[src/l15_adapter_pkg.sv]
// L1.5 adapter shared definitions
// Widths, size codes, opcode enums and the byte swap helper
`default_nettype none

package l15_adapter_pkg;

    localparam int ADDR_WIDTH        = 40;
    localparam int DWORD_WIDTH       = 64;
    localparam int BE_WIDTH          = 8;
    localparam int RDATA_WIDTH       = 128;
    localparam int ID_WIDTH          = 4;
    localparam int PID_WIDTH         = 3;
    localparam int LINE_OFFSET_WIDTH = 4;   // 16B line
    localparam int AMO_PORT_ID       = 5;
    localparam int INVAL_FIFO_DEPTH  = 5;

    // L1.5 size codes
    localparam logic [2:0] SIZE_1B   = 3'd0;
    localparam logic [2:0] SIZE_2B   = 3'd1;
    localparam logic [2:0] SIZE_4B   = 3'd2;
    localparam logic [2:0] SIZE_8B   = 3'd3;
    localparam logic [2:0] SIZE_LINE = 3'd7;

    typedef enum logic [1:0] {
        MEM_READ,
        MEM_WRITE,
        MEM_ATOMIC
    } mem_cmd_e;

    typedef enum logic [3:0] {
        MEM_AMO_ADD, MEM_AMO_CLR, MEM_AMO_SET, MEM_AMO_EOR,
        MEM_AMO_SMAX, MEM_AMO_SMIN, MEM_AMO_UMAX, MEM_AMO_UMIN,
        MEM_AMO_SWAP, MEM_AMO_LDEX, MEM_AMO_STEX
    } mem_amo_e;

    typedef enum logic [3:0] {
        L15_AMO_NONE, L15_AMO_ADD, L15_AMO_AND, L15_AMO_OR,
        L15_AMO_XOR, L15_AMO_MAX, L15_AMO_MIN, L15_AMO_MAXU,
        L15_AMO_MINU, L15_AMO_SWAP, L15_AMO_LR, L15_AMO_SC
    } l15_amo_e;

    typedef enum logic [1:0] {
        LOAD_RQ,
        STORE_RQ,
        ATOMIC_RQ
    } l15_rqtype_e;

    typedef enum logic [2:0] {
        LOAD_RET,
        ST_ACK,
        ATOMIC_RES,
        EVICT_REQ,  // Invalidation only
        ERR_RET
    } l15_rettype_e;

    typedef enum logic [1:0] {
        FREE_BOTH,
        FREE_T0,
        FREE_T1,
        LOCKED
    } slot_state_e;

    // Reverse byte order of one dword
    function automatic logic [DWORD_WIDTH-1:0] bswap64(input logic [DWORD_WIDTH-1:0] d);
        logic [DWORD_WIDTH-1:0] r;
        for (int i = 0; i < BE_WIDTH; i++) begin
            r[8*i +: 8] = d[8*(BE_WIDTH-1-i) +: 8];
        end
        return r;
    endfunction

endpackage

`default_nettype wire
[src/hpdc_l15_adapter.sv]
// Cache to L1.5 adapter top level
// Connects request encoder, thread tracker, return decoder and inval FIFO
`timescale 1ns/1ps
`default_nettype none

module hpdc_l15_adapter (
    input  wire                                      clk_i,
    input  wire                                      rst_ni,
    input  wire                                      req_valid_i,
    output logic                                     req_ready_o,
    input  wire [l15_adapter_pkg::ID_WIDTH-1:0]      req_id_i,
    input  wire [l15_adapter_pkg::PID_WIDTH-1:0]     req_pid_i,
    input  wire l15_adapter_pkg::mem_cmd_e           req_cmd_i,
    input  wire l15_adapter_pkg::mem_amo_e           req_amo_i,
    input  wire [l15_adapter_pkg::ADDR_WIDTH-1:0]    req_addr_i,
    input  wire [2:0]                                req_size_i,
    input  wire                                      req_cacheable_i,
    input  wire [l15_adapter_pkg::DWORD_WIDTH-1:0]   req_wdata_i,
    input  wire [l15_adapter_pkg::BE_WIDTH-1:0]      req_be_i,
    input  wire                                      l15_ack_i,
    output logic                                     l15_val_o,
    output l15_adapter_pkg::l15_rqtype_e             l15_rqtype_o,
    output logic                                     l15_nc_o,
    output logic [2:0]                               l15_size_o,
    output logic                                     l15_threadid_o,
    output logic [l15_adapter_pkg::ADDR_WIDTH-1:0]   l15_address_o,
    output logic [l15_adapter_pkg::DWORD_WIDTH-1:0]  l15_data_o,
    output l15_adapter_pkg::l15_amo_e                l15_amo_op_o,
    input  wire                                      l15_val_i,
    input  wire l15_adapter_pkg::l15_rettype_e       l15_returntype_i,
    input  wire                                      l15_threadid_i,
    input  wire [l15_adapter_pkg::RDATA_WIDTH-1:0]   l15_rdata_i,
    input  wire                                      l15_dinval_i,
    input  wire [l15_adapter_pkg::ADDR_WIDTH-1:0]    l15_inval_addr_i,
    output logic                                     l15_req_ack_o,
    input  wire                                      resp_ready_i,
    output logic                                     resp_valid_o,
    output logic [l15_adapter_pkg::ID_WIDTH-1:0]     resp_id_o,
    output logic [l15_adapter_pkg::PID_WIDTH-1:0]    resp_pid_o,
    output logic [l15_adapter_pkg::RDATA_WIDTH-1:0]  resp_rdata_o,
    output logic                                     resp_error_o,
    input  wire                                      inval_ready_i,
    output logic                                     inval_valid_o,
    output logic [l15_adapter_pkg::ADDR_WIDTH-1:0]   inval_line_o
);

    logic                                   resp_take;
    logic [l15_adapter_pkg::PID_WIDTH-1:0]  slot_pid;
    logic                                   fifo_wok;
    logic                                   fifo_write;
    logic [l15_adapter_pkg::ADDR_WIDTH-1:0] fifo_line;

    l15_req_encoder u_enc (
        .req_cmd_i, .req_amo_i, .req_addr_i, .req_size_i, .req_cacheable_i,
        .req_wdata_i, .req_be_i,
        .l15_rqtype_o, .l15_nc_o, .l15_size_o, .l15_address_o, .l15_data_o, .l15_amo_op_o
    );

    l15_thread_tracker u_trk (
        .clk_i, .rst_ni, .req_valid_i, .req_id_i, .req_pid_i, .l15_ack_i,
        .resp_take_i (resp_take),
        .l15_threadid_i,
        .req_ready_o, .l15_val_o, .l15_threadid_o, .resp_id_o,
        .resp_pid_o  (slot_pid)
    );

    l15_resp_decoder u_dec (
        .l15_val_i, .l15_returntype_i, .l15_rdata_i, .l15_dinval_i, .l15_inval_addr_i,
        .resp_ready_i,
        .fifo_wok_i   (fifo_wok),
        .slot_pid_i   (slot_pid),
        .l15_req_ack_o,
        .resp_take_o  (resp_take),
        .resp_valid_o, .resp_pid_o, .resp_rdata_o, .resp_error_o,
        .fifo_write_o (fifo_write),
        .fifo_line_o  (fifo_line)
    );

    l15_inval_fifo #(
        .DEPTH (l15_adapter_pkg::INVAL_FIFO_DEPTH)
    ) u_fifo (
        .clk_i, .rst_ni,
        .write_i (fifo_write),
        .line_i  (fifo_line),
        .read_i  (inval_ready_i),
        .wok_o   (fifo_wok),
        .rok_o   (inval_valid_o),   // Pending invalidation
        .line_o  (inval_line_o)
    );

endmodule

`default_nettype wire

[src/l15_inval_fifo.sv]
// Data-cache invalidation FIFO
// Register storage of line addresses with pointer and count tracking
`timescale 1ns/1ps
`default_nettype none

module l15_inval_fifo #(
    parameter int DEPTH = 5
) (
    input  wire                                    clk_i,
    input  wire                                    rst_ni,
    input  wire                                    write_i,
    input  wire [l15_adapter_pkg::ADDR_WIDTH-1:0]  line_i,
    input  wire                                    read_i,
    output logic                                   wok_o,
    output logic                                   rok_o,
    output logic [l15_adapter_pkg::ADDR_WIDTH-1:0] line_o
);

    localparam int PTR_W = (DEPTH > 1) ? $clog2(DEPTH) : 1;
    localparam int CNT_W = $clog2(DEPTH + 1);

    logic [l15_adapter_pkg::ADDR_WIDTH-1:0] mem [DEPTH];
    logic [PTR_W-1:0] wr_ptr_q, rd_ptr_q;
    logic [CNT_W-1:0] count_q;
    logic             do_read;

    assign wok_o   = (count_q != CNT_W'(DEPTH));
    assign rok_o   = (count_q != '0);
    assign line_o  = mem[rd_ptr_q];
    assign do_read = read_i & rok_o;

    always_ff @(posedge clk_i or negedge rst_ni) begin
        if (!rst_ni) begin
            wr_ptr_q <= '0;
            rd_ptr_q <= '0;
            count_q  <= '0;
        end else begin
            if (write_i) wr_ptr_q <= (wr_ptr_q == PTR_W'(DEPTH-1)) ? '0 : wr_ptr_q + 1'b1;
            if (do_read) rd_ptr_q <= (rd_ptr_q == PTR_W'(DEPTH-1)) ? '0 : rd_ptr_q + 1'b1;
            count_q <= count_q + CNT_W'(write_i) - CNT_W'(do_read);
        end
    end

    always_ff @(posedge clk_i) begin
        if (write_i) mem[wr_ptr_q] <= line_i;
    end

    // Decoder must hold writes off while full
    assert property (@(posedge clk_i) disable iff (!rst_ni) write_i |-> wok_o)
        else $error("write into full invalidation FIFO");

endmodule

`default_nettype wire

[src/l15_resp_decoder.sv]
// L1.5 return decoder
// Ack and valid gating, data swap, port routing and invalidation decode
`timescale 1ns/1ps
`default_nettype none

module l15_resp_decoder (
    input  wire                                      l15_val_i,
    input  wire l15_adapter_pkg::l15_rettype_e       l15_returntype_i,
    input  wire [l15_adapter_pkg::RDATA_WIDTH-1:0]   l15_rdata_i,
    input  wire                                      l15_dinval_i,
    input  wire [l15_adapter_pkg::ADDR_WIDTH-1:0]    l15_inval_addr_i,
    input  wire                                      resp_ready_i,
    input  wire                                      fifo_wok_i,
    input  wire [l15_adapter_pkg::PID_WIDTH-1:0]     slot_pid_i,
    output logic                                     l15_req_ack_o,
    output logic                                     resp_take_o,
    output logic                                     resp_valid_o,
    output logic [l15_adapter_pkg::PID_WIDTH-1:0]    resp_pid_o,
    output logic [l15_adapter_pkg::RDATA_WIDTH-1:0]  resp_rdata_o,
    output logic                                     resp_error_o,
    output logic                                     fifo_write_o,
    output logic [l15_adapter_pkg::ADDR_WIDTH-1:0]   fifo_line_o
);

    logic only_inval;
    logic space_ok;

    assign only_inval = (l15_returntype_i == l15_adapter_pkg::EVICT_REQ);
    assign space_ok   = ~l15_dinval_i | fifo_wok_i;   // FIFO room when an inval rides along

    assign l15_req_ack_o = l15_val_i & space_ok & (only_inval | resp_ready_i);
    assign resp_valid_o  = l15_val_i & space_ok & ~only_inval;
    assign resp_take_o   = resp_valid_o & resp_ready_i;

    // Only write once the return is acked, else it is presented again
    assign fifo_write_o = l15_req_ack_o & l15_dinval_i;
    assign fifo_line_o  = {l15_inval_addr_i[l15_adapter_pkg::ADDR_WIDTH-1:
                                            l15_adapter_pkg::LINE_OFFSET_WIDTH],
                           {l15_adapter_pkg::LINE_OFFSET_WIDTH{1'b0}}};

    assign resp_rdata_o = {l15_adapter_pkg::bswap64(l15_rdata_i[127:64]),
                           l15_adapter_pkg::bswap64(l15_rdata_i[63:0])};

    assign resp_pid_o   = (l15_returntype_i == l15_adapter_pkg::ATOMIC_RES) ?
                          l15_adapter_pkg::PID_WIDTH'(l15_adapter_pkg::AMO_PORT_ID) : slot_pid_i;
    assign resp_error_o = (l15_returntype_i == l15_adapter_pkg::ERR_RET);

endmodule

`default_nettype wire

[src/l15_thread_tracker.sv]
// L1.5 thread id tracker
// Two-slot FSM recording requester id and port per L1.5 thread id
`timescale 1ns/1ps
`default_nettype none

module l15_thread_tracker (
    input  wire                                    clk_i,
    input  wire                                    rst_ni,
    input  wire                                    req_valid_i,
    input  wire [l15_adapter_pkg::ID_WIDTH-1:0]    req_id_i,
    input  wire [l15_adapter_pkg::PID_WIDTH-1:0]   req_pid_i,
    input  wire                                    l15_ack_i,
    input  wire                                    resp_take_i,
    input  wire                                    l15_threadid_i,
    output logic                                   req_ready_o,
    output logic                                   l15_val_o,
    output logic                                   l15_threadid_o,
    output logic [l15_adapter_pkg::ID_WIDTH-1:0]   resp_id_o,
    output logic [l15_adapter_pkg::PID_WIDTH-1:0]  resp_pid_o
);

    l15_adapter_pkg::slot_state_e state_q, state_d;
    logic [l15_adapter_pkg::ID_WIDTH-1:0]  id_q  [2];
    logic [l15_adapter_pkg::PID_WIDTH-1:0] pid_q [2];
    logic slot_free;
    logic req_take;

    assign slot_free      = (state_q != l15_adapter_pkg::LOCKED);
    assign req_ready_o    = l15_ack_i & slot_free;
    assign l15_val_o      = req_valid_i & slot_free;
    assign req_take       = req_valid_i & req_ready_o;
    assign l15_threadid_o = (state_q == l15_adapter_pkg::FREE_T1);

    assign resp_id_o  = id_q[l15_threadid_i];
    assign resp_pid_o = pid_q[l15_threadid_i];

    always_comb begin
        state_d = state_q;
        case (state_q)
            l15_adapter_pkg::FREE_BOTH: begin
                if (req_take) state_d = l15_adapter_pkg::FREE_T1;
            end
            l15_adapter_pkg::FREE_T0: begin   // T1 busy
                if (req_take && resp_take_i) state_d = l15_adapter_pkg::FREE_T1;
                else if (resp_take_i)        state_d = l15_adapter_pkg::FREE_BOTH;
                else if (req_take)           state_d = l15_adapter_pkg::LOCKED;
            end
            l15_adapter_pkg::FREE_T1: begin   // T0 busy
                if (req_take && resp_take_i) state_d = l15_adapter_pkg::FREE_T0;
                else if (resp_take_i)        state_d = l15_adapter_pkg::FREE_BOTH;
                else if (req_take)           state_d = l15_adapter_pkg::LOCKED;
            end
            default: begin
                if (resp_take_i) begin
                    state_d = l15_threadid_i ? l15_adapter_pkg::FREE_T1
                                             : l15_adapter_pkg::FREE_T0;
                end
            end
        endcase
    end

    always_ff @(posedge clk_i or negedge rst_ni) begin
        if (!rst_ni) begin
            state_q <= l15_adapter_pkg::FREE_BOTH;
        end else begin
            state_q <= state_d;
        end
    end

    // Tables written on the issuing slot
    always_ff @(posedge clk_i) begin
        if (req_take) begin
            id_q[l15_threadid_o]  <= req_id_i;
            pid_q[l15_threadid_o] <= req_pid_i;
        end
    end

    // A taken return must name a slot that holds a request
    assert property (@(posedge clk_i) disable iff (!rst_ni)
        resp_take_i |-> (l15_threadid_i ? (state_q inside {l15_adapter_pkg::FREE_T0,
                                                           l15_adapter_pkg::LOCKED})
                                        : (state_q inside {l15_adapter_pkg::FREE_T1,
                                                           l15_adapter_pkg::LOCKED})))
        else $error("response names a free thread id %0d", l15_threadid_i);

endmodule

`default_nettype wire

[src/l15_req_encoder.sv]
// L1.5 request encoder
// Derives type, size, aligned address, replicated swapped data and AMO opcode
`timescale 1ns/1ps
`default_nettype none

module l15_req_encoder (
    input  wire l15_adapter_pkg::mem_cmd_e                     req_cmd_i,
    input  wire l15_adapter_pkg::mem_amo_e                     req_amo_i,
    input  wire [l15_adapter_pkg::ADDR_WIDTH-1:0]              req_addr_i,
    input  wire [2:0]                                          req_size_i,
    input  wire                                                req_cacheable_i,
    input  wire [l15_adapter_pkg::DWORD_WIDTH-1:0]             req_wdata_i,
    input  wire [l15_adapter_pkg::BE_WIDTH-1:0]                req_be_i,
    output l15_adapter_pkg::l15_rqtype_e                       l15_rqtype_o,
    output logic                                               l15_nc_o,
    output logic [2:0]                                         l15_size_o,
    output logic [l15_adapter_pkg::ADDR_WIDTH-1:0]             l15_address_o,
    output logic [l15_adapter_pkg::DWORD_WIDTH-1:0]            l15_data_o,
    output l15_adapter_pkg::l15_amo_e                          l15_amo_op_o
);

    logic                                     is_st_amo;
    logic [3:0]                               be_cnt;
    logic [2:0]                               offset;
    logic [2:0]                               st_size;
    logic [l15_adapter_pkg::DWORD_WIDTH-1:0]  wdata;
    logic [l15_adapter_pkg::DWORD_WIDTH-1:0]  shifted;
    logic [l15_adapter_pkg::DWORD_WIDTH-1:0]  rep;

    assign is_st_amo = (req_cmd_i != l15_adapter_pkg::MEM_READ);
    assign be_cnt    = 4'($countones(req_be_i));
    assign l15_nc_o  = ~req_cacheable_i;

    // CLR is sent as AND with the inverted operand
    assign wdata = (req_cmd_i == l15_adapter_pkg::MEM_ATOMIC &&
                    req_amo_i == l15_adapter_pkg::MEM_AMO_CLR) ? ~req_wdata_i : req_wdata_i;

    always_comb begin
        l15_rqtype_o = l15_adapter_pkg::ATOMIC_RQ;
        if (req_cmd_i == l15_adapter_pkg::MEM_READ) begin
            l15_rqtype_o = l15_adapter_pkg::LOAD_RQ;
        end else if (req_cmd_i == l15_adapter_pkg::MEM_WRITE) begin
            l15_rqtype_o = l15_adapter_pkg::STORE_RQ;
        end
    end

    // Lowest set byte enable gives the offset
    always_comb begin
        offset = '0;
        for (int i = l15_adapter_pkg::BE_WIDTH-1; i >= 0; i--) begin
            if (req_be_i[i]) offset = i[2:0];
        end
    end

    always_comb begin
        case (be_cnt)
            4'd1:    st_size = l15_adapter_pkg::SIZE_1B;
            4'd2:    st_size = l15_adapter_pkg::SIZE_2B;
            4'd4:    st_size = l15_adapter_pkg::SIZE_4B;
            default: st_size = l15_adapter_pkg::SIZE_8B;
        endcase
    end

    assign shifted = wdata >> {offset, 3'b000};

    // Replicate the payload over the whole dword
    always_comb begin
        case (st_size)
            l15_adapter_pkg::SIZE_1B: rep = {8{shifted[7:0]}};
            l15_adapter_pkg::SIZE_2B: rep = {4{shifted[15:0]}};
            l15_adapter_pkg::SIZE_4B: rep = {2{shifted[31:0]}};
            default:                  rep = shifted;
        endcase
    end

    assign l15_size_o    = is_st_amo ? st_size :
                           (req_size_i == 3'd4) ? l15_adapter_pkg::SIZE_LINE : req_size_i;
    assign l15_address_o = is_st_amo ? {req_addr_i[l15_adapter_pkg::ADDR_WIDTH-1:3], offset}
                                     : req_addr_i;
    assign l15_data_o    = l15_adapter_pkg::bswap64(is_st_amo ? rep : wdata);

    always_comb begin
        case (req_amo_i)
            l15_adapter_pkg::MEM_AMO_ADD:  l15_amo_op_o = l15_adapter_pkg::L15_AMO_ADD;
            l15_adapter_pkg::MEM_AMO_CLR:  l15_amo_op_o = l15_adapter_pkg::L15_AMO_AND;
            l15_adapter_pkg::MEM_AMO_SET:  l15_amo_op_o = l15_adapter_pkg::L15_AMO_OR;
            l15_adapter_pkg::MEM_AMO_EOR:  l15_amo_op_o = l15_adapter_pkg::L15_AMO_XOR;
            l15_adapter_pkg::MEM_AMO_SMAX: l15_amo_op_o = l15_adapter_pkg::L15_AMO_MAX;
            l15_adapter_pkg::MEM_AMO_SMIN: l15_amo_op_o = l15_adapter_pkg::L15_AMO_MIN;
            l15_adapter_pkg::MEM_AMO_UMAX: l15_amo_op_o = l15_adapter_pkg::L15_AMO_MAXU;
            l15_adapter_pkg::MEM_AMO_UMIN: l15_amo_op_o = l15_adapter_pkg::L15_AMO_MINU;
            l15_adapter_pkg::MEM_AMO_SWAP: l15_amo_op_o = l15_adapter_pkg::L15_AMO_SWAP;
            l15_adapter_pkg::MEM_AMO_LDEX: l15_amo_op_o = l15_adapter_pkg::L15_AMO_LR;
            l15_adapter_pkg::MEM_AMO_STEX: l15_amo_op_o = l15_adapter_pkg::L15_AMO_SC;
            default:                       l15_amo_op_o = l15_adapter_pkg::L15_AMO_NONE;
        endcase
    end

    // Store and AMO enables must cover 1, 2, 4 or 8 bytes
    always_comb begin
        assert final (!is_st_amo || $isunknown(req_be_i) || $onehot(be_cnt))
            else $error("byte enable count %0d is not a power of two", be_cnt);
    end

endmodule

`default_nettype wire

[config.mk]
export PLATFORM = sky130hd
export DESIGN_NAME = hpdc_l15_adapter
export DESIGN_NICKNAME = d
export VERILOG_FILES = /design/src/l15_adapter_pkg.sv /design/src/hpdc_l15_adapter.sv /design/src/l15_inval_fifo.sv /design/src/l15_resp_decoder.sv /design/src/l15_thread_tracker.sv /design/src/l15_req_encoder.sv
export SDC_FILE = /design/constraint.sdc
export NUM_CORES = 1
export LEC_CHECK = 0
export BUFFER_PORTS_ARGS = -buffer_cell sky130_fd_sc_hd__buf_2
export CORE_AREA = 5 5 234 236
export DETAILED_ROUTE_END_ITERATION = 8
export DIE_AREA = 0 0 239 241
export MAX_ROUTING_LAYER = met4
export PLACE_DENSITY = 0.5
export SLEW_MARGIN = 20
export SYNTH_ARGS = -nofsm -noshare
export SYNTH_HDL_FRONTEND = slang
export SYNTH_SLANG_ARGS = --single-unit
[constraint.sdc]
create_clock -name clk_i -period 9.43 [get_ports clk_i]
set_input_delay 0.943 -clock clk_i [delete_from_list [all_inputs] [get_ports clk_i]]
set_output_delay 0.943 -clock clk_i [all_outputs]
set_load 0.03 [all_outputs]
* After elaboration in Yosys (flattened, before gate mapping) *
Memories as Yosys holds them, arrays and structs flattened.
Cells that the tools add are included.

word-level totals
  bits in read-only memories = 64
  register bits = 11
  bits in writable memories = 194
  memories kept = 4

operators by class
  equality and inequality tests = 19
  bitwise operators = 15
  shifts and indexed selects = 1
  add/subtract/negate cells = 11
  multiplexer cells = 32
  reduce and logical (&&, ||, !) cells = 9

memory list
  name              depth  bits a word  rd ports  clocked after memory_dff  write ports  RTL line                  source
  u_fifo.mem        5      36           1         0                         1            l15_inval_fifo.sv:22      logic [l15_adapter_pkg::ADDR_WIDTH-1:0] mem [DEPTH];
  (name not given)  16     4            1         0                         0            l15_req_encoder.sv:83     case (req_amo_i)
  u_trk.id_q        2      4            1         0                         1            l15_thread_tracker.sv:23  logic [l15_adapter_pkg::ID_WIDTH-1:0] id_q [2];
  u_trk.pid_q       2      3            1         0                         1            l15_thread_tracker.sv:24  logic [l15_adapter_pkg::PID_WIDTH-1:0] pid_q [2];

operators with widths
  operator                                              count
  case mux 64 bit (3 select lines)                      1
  two-way mux 64 bit                                    2
  NOT 64 bit                                            1
  right shift 64 x 6 -> 64 bit                          1
  two-way mux 3 bit                                     14
  two-way mux 2 bit                                     9
  adder 4 bit                                           3
  equality test 3 bit (second input constant)           4
  case mux 2 bit (3 select lines)                       2
  AND 1 bit                                             9
  adder 1 x 1 -> 2 bit                                  4
  equality test 4 x 1 -> 1 bit (second input constant)  2
  adder 3 x 1 -> 3 bit (second input constant)          2
  equality test 2 x 1 -> 1 bit (second input constant)  3
  equality test 2 bit (second input constant)           3
  equality test 3 x 2 -> 1 bit (second input constant)  2
  equality test 4 x 2 -> 1 bit (second input constant)  1
  equality test 4 x 3 -> 1 bit (second input constant)  1
  zero test 2 bit                                       2
  two-way mux 1 bit                                     4
  nonzero test 4 bit                                    1
  adder 3 x 1 -> 3 bit                                  1
  zero test 3 bit                                       1
  != test 3 bit (second input constant)                 1
  9 further kinds                                       13

* Logic depth before layout (Yosys ltp) *
Gate-level depths: netlist (run 1).

  depth after elaboration = 11
  mapped depth = 19

* Cells and area by module *
From an unflattened synthesis (run 1), not the netlist that was laid out.

second synthesis, totals
  cell total of the unflattened synthesis = 1,454
  area, all modules = 15,509.9 sq um

modules (own cells, without submodules)
  module              cells each  sequential area each (sq um)  area each (sq um)  instances
  l15_inval_fifo      484         6,231.0                       8,449.4            1
  l15_req_encoder     750         0.0                           5,033.6            1
  l15_resp_decoder    183         0.0                           1,370.1            1
  l15_thread_tracker  37          470.5                         656.9              1

* Worst setup path before layout (run 1) *
Ideal clock, no wire load.

  kind = input -> register
  start point = input port l15_returntype_i[2]
  end point = memory u_fifo.mem[4][0] (netlist name) (enable)
  cell stages on the path = 5
  required time = 8.898 ns
  slack = 3.243 ns
  library setup time = 0.532 ns
  arrival time = 5.655 ns
  path through = and3b_1 -> nor2_1 -> nor2_1 -> nand2_1 -> nor4b_1

between the ends
  word-level cells in the longest chain between the ends = 6

RTL lines
  item                                     RTL line                source
  start: declaration                       hpdc_l15_adapter.sv:30  input wire l15_adapter_pkg::l15_rettype_e l15_returntype_i,
  equality test 3 x 2 -> 1 bit             l15_resp_decoder.sv:28  assign only_inval = (l15_returntype_i == l15_adapter_pkg::EVICT_REQ);
  bitwise OR 1 bit                         l15_resp_decoder.sv:31  assign l15_req_ack_o = l15_val_i & space_ok & (only_inval | resp_ready_i);
  AND 1 bit                                l15_resp_decoder.sv:31
  via l15_req_ack_o                        hpdc_l15_adapter.sv:35  output logic l15_req_ack_o,
  AND 1 bit                                l15_resp_decoder.sv:36  assign fifo_write_o = l15_req_ack_o & l15_dinval_i;
  two-way mux 1 bit                        l15_inval_fifo.sv:45    if (write_i) mem[wr_ptr_q] <= line_i;
  two-way mux 1 bit (not written as such)  l15_inval_fifo.sv:45
  end: declaration                         l15_inval_fifo.sv:22

The timed path passes the listed nets, and every way through them passes these cells.

* Final worst setup path (run 1) *
  start point = input port req_be_i[3] (netlist name)
  end point = output port l15_data_o[20] (netlist name)

between the ends
  word-level cells in the longest chain between the ends = 8
  elaborated cells between the ends (all ways) = 17

RTL lines
  item                                                        RTL line                source
  start: declaration                                          hpdc_l15_adapter.sv:19  input wire [l15_adapter_pkg::BE_WIDTH-1:0] req_be_i,
  adder 1 x 1 -> 2 bit (not written as such)                  l15_req_encoder.sv:31   assign be_cnt = 4'($countones(req_be_i));
  adder 4 bit (not written as such) (2 in a row)              l15_req_encoder.sv:31
  equality test 4 x 3 -> 1 bit, or another cell as far along  l15_req_encoder.sv:56   case (be_cnt)
  case mux 2 bit (3 select lines)                             l15_req_encoder.sv:56
  equality test 2 bit, or another cell as far along           l15_req_encoder.sv:68   case (st_size)
  case mux 64 bit (3 select lines) *                          l15_req_encoder.sv:68
  two-way mux 64 bit *                                        l15_req_encoder.sv:80   assign l15_data_o = l15_adapter_pkg::bswap64(is_st_amo ? rep : wdata);
  end: declaration                                            hpdc_l15_adapter.sv:27  output logic [l15_adapter_pkg::DWORD_WIDTH-1:0] l15_data_o,

Every way passes the cells marked *; elsewhere a longest branch is shown, timed or not.

==> results.toml, run 1 <==
[power_and_ir_drop]
power_density_nw_per_um2 = 254
ir_drop_mv = 0.253
p_leak_nw = 5.81

[clocking]
clk_latency_ns = 0.50
cts_tree = "done"
cts_setup_buffers = 0
cts-resized-gates = 0
cts_buffers = 19
clkSinkCount = 205
ctsHoldBuffers = 0
clk_pin_slew_ns = 0.07
cts_buffer_depth = 3
cts-root-buf = "clkbuf_16"
htree_levels = 1

[setup_path]
critical_path_class = "in2out"
start_kind = "input port"
cp_max_fo = 17
rrSetupSlack_ns = 6.87
slowest_stage = "nor3b_1"
end_kind = "output port"
required_ns = 8.49
crit_arrival_ns = 6.18
worst_r2r_path_depth = 6
r2r_end = "u_fifo.mem[4][8]"
cp.buffers_inverters = 5
r2r_start = "u_fifo.count_q[2]"
cp_top_family = "adder cells"
cp_cell_sequence = "buf_2 -> ha_1 -> inv_1 -> fa_1 -> fa_1 -> inv_1 -> ha_1 -> inv_1 -> fa_1 -> nand2_1 -> nor3b_1 -> nor2_1 -> o21ai_0 -> a221oi_1 -> a21oi_1 -> buf_2"
slowest_delay_ns = 0.84

[logic_synthesis]
synthTopCellsByCount = "194 x edfxtp_1, 171 x buf_4, 118 x nor2_1, 110 x nand2_1, 67 x a21oi_1"
syn_area_per_cell_sq_um = 10.6
ys_seq_area_share_pct = 42.8
yosys.area.top_type = "edfxtp_1"
ys_types = 83
synth_most_common_cell = "edfxtp_1"
ys_top_cells_by_area = "edfxtp_1 41%, buf_4 9.0%, mux4_2 5.7%, mux2i_1 4.4%, xnor2_1 3.7%"
synth_top_area_share_pct = 40.8
synth_edf_count = 194
synth_cells = 1343
yosysWarnings = 0
ys_ff_latch = 205
synth_async_sr_flop_share_pct = 5.37
synthesis.area_sq_um = 14300
synthFlopType = "edfxtp_1"

[placement]
port_buffers = 266
post_dp_cell_area_sq_um = 15100
dpl.hpwl_um = 49300
place_inst = 2075
gp_congestion = 0.936
post-place-ws_ns = 2.35

[timing]
finClkSkew_ns = 0.0225
setup_viol = 0
rsz0062_at_grt = "no"
worst_slew_pin_slew_ns = 1.04
tns_ns = 0
setup_slack_ns = 2.31
relSlewSlack_pct = 30.4
max_freq_mhz = 140
slew_viol_final = 0
fin_crit_ns = 7.12
hold_viol_final = 0
period_share_pct = 75.5

[grt]
grt_pass1_vias = 11200
grt_overflow = 0
grt_start_max_net_pins = 66
grt_usage_pct = 21.1
grt_pass1_wl_um = 86500
grt_antenna_before_repair = 7

[drt]
firstDrtPassIters = 5
num_vias = 11300
viasPerCell = 5.35
routedWlPerCell_um = 29.9
route.detailed.drc = 0
drtAntennaViolNets = 0
drtIter0Drc = 845
drt-total-wl_um = 63100

[die]
die_area_sq_um = 57600
placementRows = 84
core_sq_um = 52200
io_pins = 605
die_w_um = 239
die_h_um = 241
start_util_pct = 27.3

[cells_and_area]
final-instance-count-excl-fill = 2114
final_cell_area_sq_um = 15700
drive_gt1_share_pct = 30.7
synthToLayoutAreaGrowth_pct = 10.2
finalNetCount = 1741
postLayoutCoreUtil_pct = 30.1

[status]
outcome = "complete, no violations"

[hold_path]
hold_class = "in2async"

[job]
drv_cap = 0
worst register-to-register path, delay by kind of cell, from the launching register on:
family | cells | cell delay (ns)
buf+inv | 1 | 0.56
flops | 1 | 0.41
simple gates | 4 | 1.08
compound gates | 1 | 0.08
cell type report:
| type | count | area [sq um] |
|---|---|---|
| Fill cell | 5461 | 36500 |
| Multi-Input combinational cell | 845 | 6400 |
| Sequential cell | 205 | 6100 |
| Timing Repair Buffer | 290 | 1510 |
| Tap cell | 688 | 861 |
| Clock buffer | 20 | 479 |
| Inverter | 47 | 176 |
| Clock inverter | 14 | 174 |
| Antenna cell | 5 | 12.5 |
sequential cells by signal (all words and copies together) (netlist names):
| name | cells |
|---|---|
| u_fifo.mem | 180 |
| u_fifo.count_q | 3 |
| u_trk.id_q | 8 |
| u_trk.pid_q | 6 |
| u_fifo.wr_ptr_q | 3 |
| u_fifo.rd_ptr_q | 3 |
| u_trk.state_q | 2 |
layout by cell type, fill, tap and decap left out, types with 6 or more instances in the layout:
| master | n |
|---|---|
| buf_2 | 266 |
| edfxtp_1 | 194 |
| nor2_1 | 114 |
| nand2_1 | 110 |
| a21oi_1 | 66 |
| mux2i_1 | 63 |
| xnor2_1 | 61 |
| inv_1 | 46 |
| o21ai_0 | 43 |
| mux2_2 | 41 |
| mux4_2 | 36 |
| o211ai_1 | 26 |
| buf_4 | 24 |
| ha_1 | 19 |
| clkbuf_16 | 19 |
| nor3_1 | 18 |
| a211oi_1 | 18 |
| a221oi_1 | 17 |
| o22ai_1 | 17 |
| a22oi_1 | 14 |
| a31oi_1 | 13 |
| o221ai_1 | 12 |
| dfrtp_1 | 10 |
| nor2b_1 | 8 |
| or3_1 | 8 |
| nand3_1 | 8 |
| a21o_1 | 7 |
| nand2b_1 | 6 |
| clkinv_2 | 6 |
report_power, final:
part	leakage, nW	internal (W)	total (W)	switching [W]
sequential	1.88	0.00107	0.00112	0.0000511
combinational	3.60	0.000682	0.00207	0.00139
clock	0.323	0.000481	0.000808	0.000327
total	5.81	0.00223	0.00400	0.00176
kinds of logic (layout without fill, tap and decap cells):
kind of cell	count (synthesis)	count (layout)	synth area share (%)
AOI/OAI and AO/OA	302	302	14.8
xor gates and xnor gates	63	63	3.92
adders and majority gates	24	24	2.37
buffers and inverters	296	371	12.9
DFF	205	205	42.8
muxes	141	141	13.5
other	1	9	0.0263
and+or+nand+nor	311	311	9.70
metal layers:
metal  part of all wire, %  global-route usage (%)
met4                   2.2                    4.24
met5                     0                       -
met3                    14                    11.1
met2                    47                    34.3
met1                    37                    23.4
worst max path at each step:
stage,end,depth (start not counted),slack [ns],start
2_1_floorplan,u_fifo.mem[4][0],5,3.24,l15_returntype_i[2]
3_3_place_gp,l15_data_o[20],16,2.40,req_be_i[3]
3_5_place_dp,l15_data_o[20],16,2.35,req_be_i[3]
4_1_cts,l15_data_o[20],16,2.33,req_be_i[3]
5_1_grt,l15_data_o[19],16,2.06,req_be_i[3]
6_report,l15_data_o[20],16,2.31,req_be_i[3]
per-stage QoR:
step	hold slack, ns	power [W]
CTS	0.297	0.00405
global route	0.318	0.00420
detailed placement	0.547	0.00323
global placement	0.535	0.00322
floorplan	0.497	0.00265
finish	0.311	0.00400
(Power assumes the default switching activity.)
==> inputs of run 2 (changes only) <==
--- a/config.mk
+++ b/config.mk
@@ -6,11 +6,11 @@
 export NUM_CORES = 1
 export LEC_CHECK = 0
 export BUFFER_PORTS_ARGS = -buffer_cell sky130_fd_sc_hd__buf_2
-export CORE_AREA = 5 5 234 236
+export CORE_AREA = 5 5 232 234
 export DETAILED_ROUTE_END_ITERATION = 8
-export DIE_AREA = 0 0 239 241
+export DIE_AREA = 0 0 237 239
 export MAX_ROUTING_LAYER = met4
-export PLACE_DENSITY = 0.5
+export PLACE_DENSITY = 0.52
 export SLEW_MARGIN = 20
 export SYNTH_ARGS = -nofsm -noshare
 export SYNTH_HDL_FRONTEND = slang
==> constraint.sdc (replaced) <==
create_clock -name clk_i -period 6.5 [get_ports clk_i]
set_input_delay 0.65 -clock clk_i [delete_from_list [all_inputs] [get_ports clk_i]]
set_output_delay 0.65 -clock clk_i [all_outputs]
set_load 0.03 [all_outputs]
==> results.toml, run 2 (synthesis results as in run 1) <==
[clocking]
cts-resized-gates = 0
htree_levels = 1
cts_buffers = 19
cts_tree = "done"
clk_latency_ns = 0.49
cts-root-buf = "clkbuf_16"
cts_buffer_depth = 3
clkSinkCount = 205
ctsHoldBuffers = 0
clk_pin_slew_ns = 0.06
cts_setup_buffers = 0

[status]
outcome = "complete, no violations"

[cells_and_area]
largestRegisters = "u_fifo.mem x180, u_trk.id_q x8, u_trk.pid_q x6"
top_register = "u_fifo.mem"
synthToLayoutAreaGrowth_pct = 9.99
drive_gt1_share_pct = 30.8
layout_common_cells = "266 x buf_2, 194 x edfxtp_1, 114 x nor2_1, 110 x nand2_1, 67 x a21oi_1"
postLayoutCoreUtil_pct = 30.3
finalNetCount = 1749
largest_reg_flops = 180
final_common_cell = "buf_2"
final_cell_area_sq_um = 15700

[setup_path]
required_ns = 5.85
cp_cell_sequence = "buf_2 -> ha_1 -> inv_1 -> fa_1 -> fa_1 -> inv_1 -> ha_1 -> inv_1 -> fa_1 -> nand2_1 -> nor3b_1 -> nor2_1 -> o21ai_0 -> a221oi_1 -> a21oi_1 -> buf_2"
cp_top_family = "adder cells"
crit_path_end = "l15_data_o[16]"
crit_start = "req_be_i[3]"
cp.buffers_inverters = 5
path_depth = 16
critical_path_class = "in2out"
worst_r2r_path_depth = 7
start_kind = "input port"
r2r_start = "u_fifo.count_q[0]"
slowest_stage = "fa_1"
end_kind = "output port"
r2r_end = "u_fifo.mem[1][10]"
rrSetupSlack_ns = 3.95
crit_arrival_ns = 5.11
slowest_delay_ns = 0.68
cp_max_fo = 17

[drt]
route.detailed.drc = 0
routedWlPerCell_um = 29.9
num_vias = 11400
drt-total-wl_um = 63500
viasPerCell = 5.36
firstDrtPassIters = 5
drtIter0Drc = 946
drtAntennaViolNets = 0

[job]
drv_cap = 0

[placement]
gp_congestion = 0.958
post-place-ws_ns = 0.668
port_buffers = 266
post_dp_cell_area_sq_um = 15100
dpl.hpwl_um = 50300

[grt]
grt_overflow = 0
grt_pass1_vias = 11300
grt_antenna_before_repair = 14
grt_pass1_wl_um = 87800
grt_usage_pct = 21.8
grt_start_max_net_pins = 85

[power_and_ir_drop]
power_density_nw_per_um2 = 360
sw_frac_of_total_pct = 45.0
pwr-share-comb_pct = 53.5
clock_power_share_pct = 17.7
p_sw_w = 0.00254
seq_power_share_pct = 28.8
p_leak_nw = 5.79
p_int_w = 0.00311
ir_drop_mv = 0.284

[timing]
whs_ns = 0.0295
period_share_pct = 88.6
tns_ns = 0
worst_slew_pin_slew_ns = 1.01
max_freq_mhz = 174
fin_crit_ns = 5.76
setup_viol = 0
finClkSkew_ns = 0.0150
slew_viol_final = 0
relSlewSlack_pct = 32.6
rsz0062_at_grt = "no"
hold_viol_final = 0
setup_slack_ns = 0.738

[hold_path]
hold_class = "in2async"

[die]
io_pins = 605
core_sq_um = 51800
die_w_um = 237
die_area_sq_um = 56600
placementRows = 84
die_h_um = 239
start_util_pct = 27.5
## run 2: changes by cell type in the layout (fill, tap and decap cells not counted), moves of 2 or more
cell / change
buf_4: +8
clkinv_1: +3
bufinv_16: -4
clkinv_2: -2
diode_2: +4
## run 2: per-stage QoR
| stage | power, W | std cells |
|---|---|---|
| after floorplan | 0.00385 | 1346 |
| after global placement | 0.00469 | 2083 |
| after detailed placement | 0.00471 | 2083 |
| after CTS | 0.00573 | 2115 |
| after global routing | 0.00596 | 2124 |
| final | 0.00565 | 2124 |
## run 2: how the worst min path moves through the flow
stage / start / to / cells after the start
4_1_cts: rst_ni / u_fifo.wr_ptr_q[0] / 1
2_1_floorplan: rst_ni / u_fifo.count_q[0] / 0
6_report: rst_ni / u_trk.state_q[1] / 1
5_1_grt: rst_ni / u_fifo.wr_ptr_q[0] / 1
3_3_place_gp: rst_ni / u_fifo.count_q[2] / 1
3_5_place_dp: rst_ni / u_fifo.count_q[2] / 1
## run 2: area by class of cell
| type | count | area, sq um |
|---|---|---|
| Timing Repair Buffer | 298 | 1570 |
| Multi-Input combinational cell | 845 | 6410 |
| Tap cell | 688 | 861 |
| Antenna cell | 9 | 22.5 |
| Inverter | 47 | 176 |
| Sequential cell | 205 | 6100 |
| Clock inverter | 12 | 65.1 |
| Clock buffer | 20 | 479 |
| Fill cell | 5398 | 36100 |
## run 2: routing by layer
layer,vias up,global-route usage [%],share of wire (%)
met5,-,-,0
met4,0,4.09,2.2
met3,88,12.6,15
met1,5512,23.5,35
li1,4974,-,-
met2,804,35.5,47
## run 2: power by group through the flow
stage,sequential [W],clock (W),combinational (W)
final,0.00163,0.000999,0.00303
after global routing,0.00164,0.00109,0.00323
after CTS,0.00163,0.00103,0.00306
after detailed placement,0.00166,0,0.00305
after global placement,0.00165,0,0.00304
after floorplan,0.00162,0,0.00223
==> inputs of run 3 (changes only) <==
--- a/config.mk
+++ b/config.mk
@@ -5,10 +5,12 @@
 export SDC_FILE = /design/constraint.sdc
 export NUM_CORES = 1
 export LEC_CHECK = 0
+export ABC_AREA = 1
 export BUFFER_PORTS_ARGS = -buffer_cell sky130_fd_sc_hd__buf_2
-export CORE_AREA = 5 5 232 234
+export CORE_AREA = 5 5 234 236
 export DETAILED_ROUTE_END_ITERATION = 8
-export DIE_AREA = 0 0 237 239
+export DIE_AREA = 0 0 239 241
+export HOLD_SLACK_MARGIN = 0.03
 export MAX_ROUTING_LAYER = met4
 export PLACE_DENSITY = 0.52
 export SLEW_MARGIN = 20
==> results.toml, run 3 <==
[cells_and_area]
largestRegisters = "u_fifo.mem x180, u_trk.id_q x8, u_trk.pid_q x6"
final_common_cell = "nand2_1"
postLayoutCoreUtil_pct = 30.1
top_register = "u_fifo.mem"
largest_reg_flops = 180
synthToLayoutAreaGrowth_pct = 8.66
drive_gt1_share_pct = 18.5
fillers = 5555
final_cell_area_sq_um = 15700
finalNetCount = 2256
layout_common_cells = "345 x nand2_1, 316 x nand3_1, 271 x nor2_1, 266 x buf_2, 194 x edfxtp_1"

[clocking]
cts_tree = "done"
cts-resized-gates = 0
cts_buffer_depth = 3
clk_latency_ns = 0.49
htree_levels = 1
clkSinkCount = 205
clk_pin_slew_ns = 0.07
cts_setup_buffers = 0
cts_buffers = 19
cts-root-buf = "clkbuf_16"

[logic_synthesis]
yosys.area.top_type = "edfxtp_1"
yosysWarnings = 0
ys_ff_latch = 205
ys_seq_area_share_pct = 42.2
synth_async_sr_flop_share_pct = 5.37
synth_top_area_share_pct = 40.3
syn_area_per_cell_sq_um = 7.68
synth_most_common_cell = "nand2_1"
ys_top_cells_by_area = "edfxtp_1 40%, nand3_1 11%, buf_4 9.3%, nand2_1 9.0%, nor2_1 7.1%"
synth_edf_count = 194
synthTopCellsByCount = "345 x nand2_1, 316 x nand3_1, 272 x nor2_1, 194 x edfxtp_1, 180 x buf_4"
synthesis.area_sq_um = 14500
synth_cells = 1883
synthFlopType = "edfxtp_1"
ys_types = 41

[die]
start_util_pct = 27.7
core_sq_um = 52200
placementRows = 84
die_area_sq_um = 57600
io_pins = 605
die_w_um = 239
die_h_um = 241

[timing]
setup_viol = 0
worst_slew_pin_slew_ns = 1.11
max_freq_mhz = 181
whs_ns = 0.346
slew_viol_final = 0
finClkSkew_ns = 0.0124
fin_crit_ns = 5.54
period_share_pct = 85.2
tns_ns = 0
hold_viol_final = 0
relSlewSlack_pct = 25.9
rsz0062_at_grt = "no"

[drt]
route.detailed.drc = 0
routedWlPerCell_um = 24.8
viasPerCell = 5.05
num_vias = 13300
firstDrtPassIters = 5
drtIter0Drc = 1189
drt-total-wl_um = 65200
drtAntennaViolNets = 0

[setup_path]
cp_max_fo = 14
crit_arrival_ns = 4.89
critical_path_class = "in2out"
end_kind = "output port"
required_ns = 5.85
start_kind = "input port"

[grt]
grt_start_max_net_pins = 76
grt_pass1_vias = 12100
grt_pass1_wl_um = 89300
grt_usage_pct = 21.7
grt_overflow = 0
grt_antenna_before_repair = 13

[power_and_ir_drop]
ir_drop_mv = 0.292
p_leak_nw = 7.01
total_power_w = 0.00600
power_density_nw_per_um2 = 382

[status]
outcome = "complete, no violations"

[job]
drv_cap = 0

[placement]
dpl.hpwl_um = 49200
gp_congestion = 0.915
post_dp_cell_area_sq_um = 15100
port_buffers = 266

[hold_path]
hold_class = "in2reg"
## run 3: cell count changes after synthesis, moves of 18 or more
cell      before  now
mux2_2        41    0
mux4_2        36    0
a31oi_1       13   40
mux2i_1       63    0
a21oi_1       67   12
nand3_1        8  316
nand4_1        0   33
o21ai_0       43  108
nor2_1       118  272
inv_1         46  140
a211oi_1      18    0
xnor2_1       61    2
o211ai_1      26    1
nand2_1      110  345
## run 3: final timing paths
| kind | slack, ns | depth (start not counted) | start | end |
|---|---|---|---|---|
| max | 0.96 | 22 | req_be_i[2] | l15_data_o[46] |
| min | 0.35 | 1 | req_pid_i[0] | u_trk.pid_q[1][0] |
| max reg2reg | 3.93 | 8 | u_fifo.count_q[2] | u_fifo.mem[3][10] |
| min reg2reg | 0.54 | 2 | u_fifo.wr_ptr_q[2] | u_fifo.wr_ptr_q[2] |
| max in group asynchronous | 5.72 | 2 | rst_ni | u_fifo.rd_ptr_q[0] |
| min in group asynchronous | 0.56 | 2 | rst_ni | u_trk.state_q[1] |
## run 3: layout make-up
type	instances	area (sq um)	area share (%)
Antenna cell	8	20.0	0.127
Clock buffer	21	483	3.07
Clock inverter	10	76.3	0.486
Inverter	154	578	3.68
Multi-Input combinational cell	1245	6010	38.3
Sequential cell	205	6100	38.8
Tap cell	688	861	5.48
Timing Repair Buffer	298	1570	10.0
## run 3: layer usage
metal	vias to the layer above	wire (um)	global-route usage, %
met2	777	30100	34.8
met1	6152	20900	20.6
met4	0	2150	5.83
met5	-	0	-
met3	115	12000	16.6
li1	6229	-	-
## run 3: critical path, cell delays in order
cell	delay, ns
buf_2	0.14
ha_1	0.28
inv_1	0.05
fa_1	0.44
fa_1	0.46
inv_1	0.06
ha_1	0.13
inv_1	0.05
fa_1	0.61
nand2_1	0.10
nor3_1	0.32
nor2_1	0.11
inv_2	0.09
nor2_4	0.05
buf_4	0.21
nor2_1	0.17
buf_4	0.24
nand3_1	0.10
nand2_1	0.10
nor2_1	0.05
nor2_1	0.22
buf_2	0.26
## run 3: cell families (layout without fill, tap and decap cells)
| logic type | Yosys count | after routing | share of synthesized area [%] |
|---|---|---|---|
| AO/OA/AOI/OAI | 209 | 209 | 8.14 |
| XOR/XNOR | 9 | 9 | 0.545 |
| adder cells (fa/ha/maj) | 24 | 24 | 2.34 |
| buffers and inverters | 436 | 483 | 16.5 |
| flip-flops | 205 | 205 | 42.2 |
| other | 1 | 12 | 0.0259 |
| AND/OR/NAND/NOR | 999 | 999 | 30.2 |
## run 3: power breakdown
group	leakage [nW]	switching (W)	internal (W)
combinational	4.85	0.00249	0.000874
sequential	1.88	0.0000408	0.00156
clock	0.273	0.000462	0.000574
## run 3: per-stage QoR
stage	setup WS, ns	cells
5_1_grt	0.725	2628
3_5_place_dp	0.913	2589
3_3_place_gp	0.887	2589
6_report	0.961	2629
2_1_floorplan	0.865	1886
4_1_cts	0.898	2621
## run 3: timing repair
action	CTS	global route
hold buffers	1	0
setup endpoints to repair	0	0
endpoints found under the hold margin	11	0
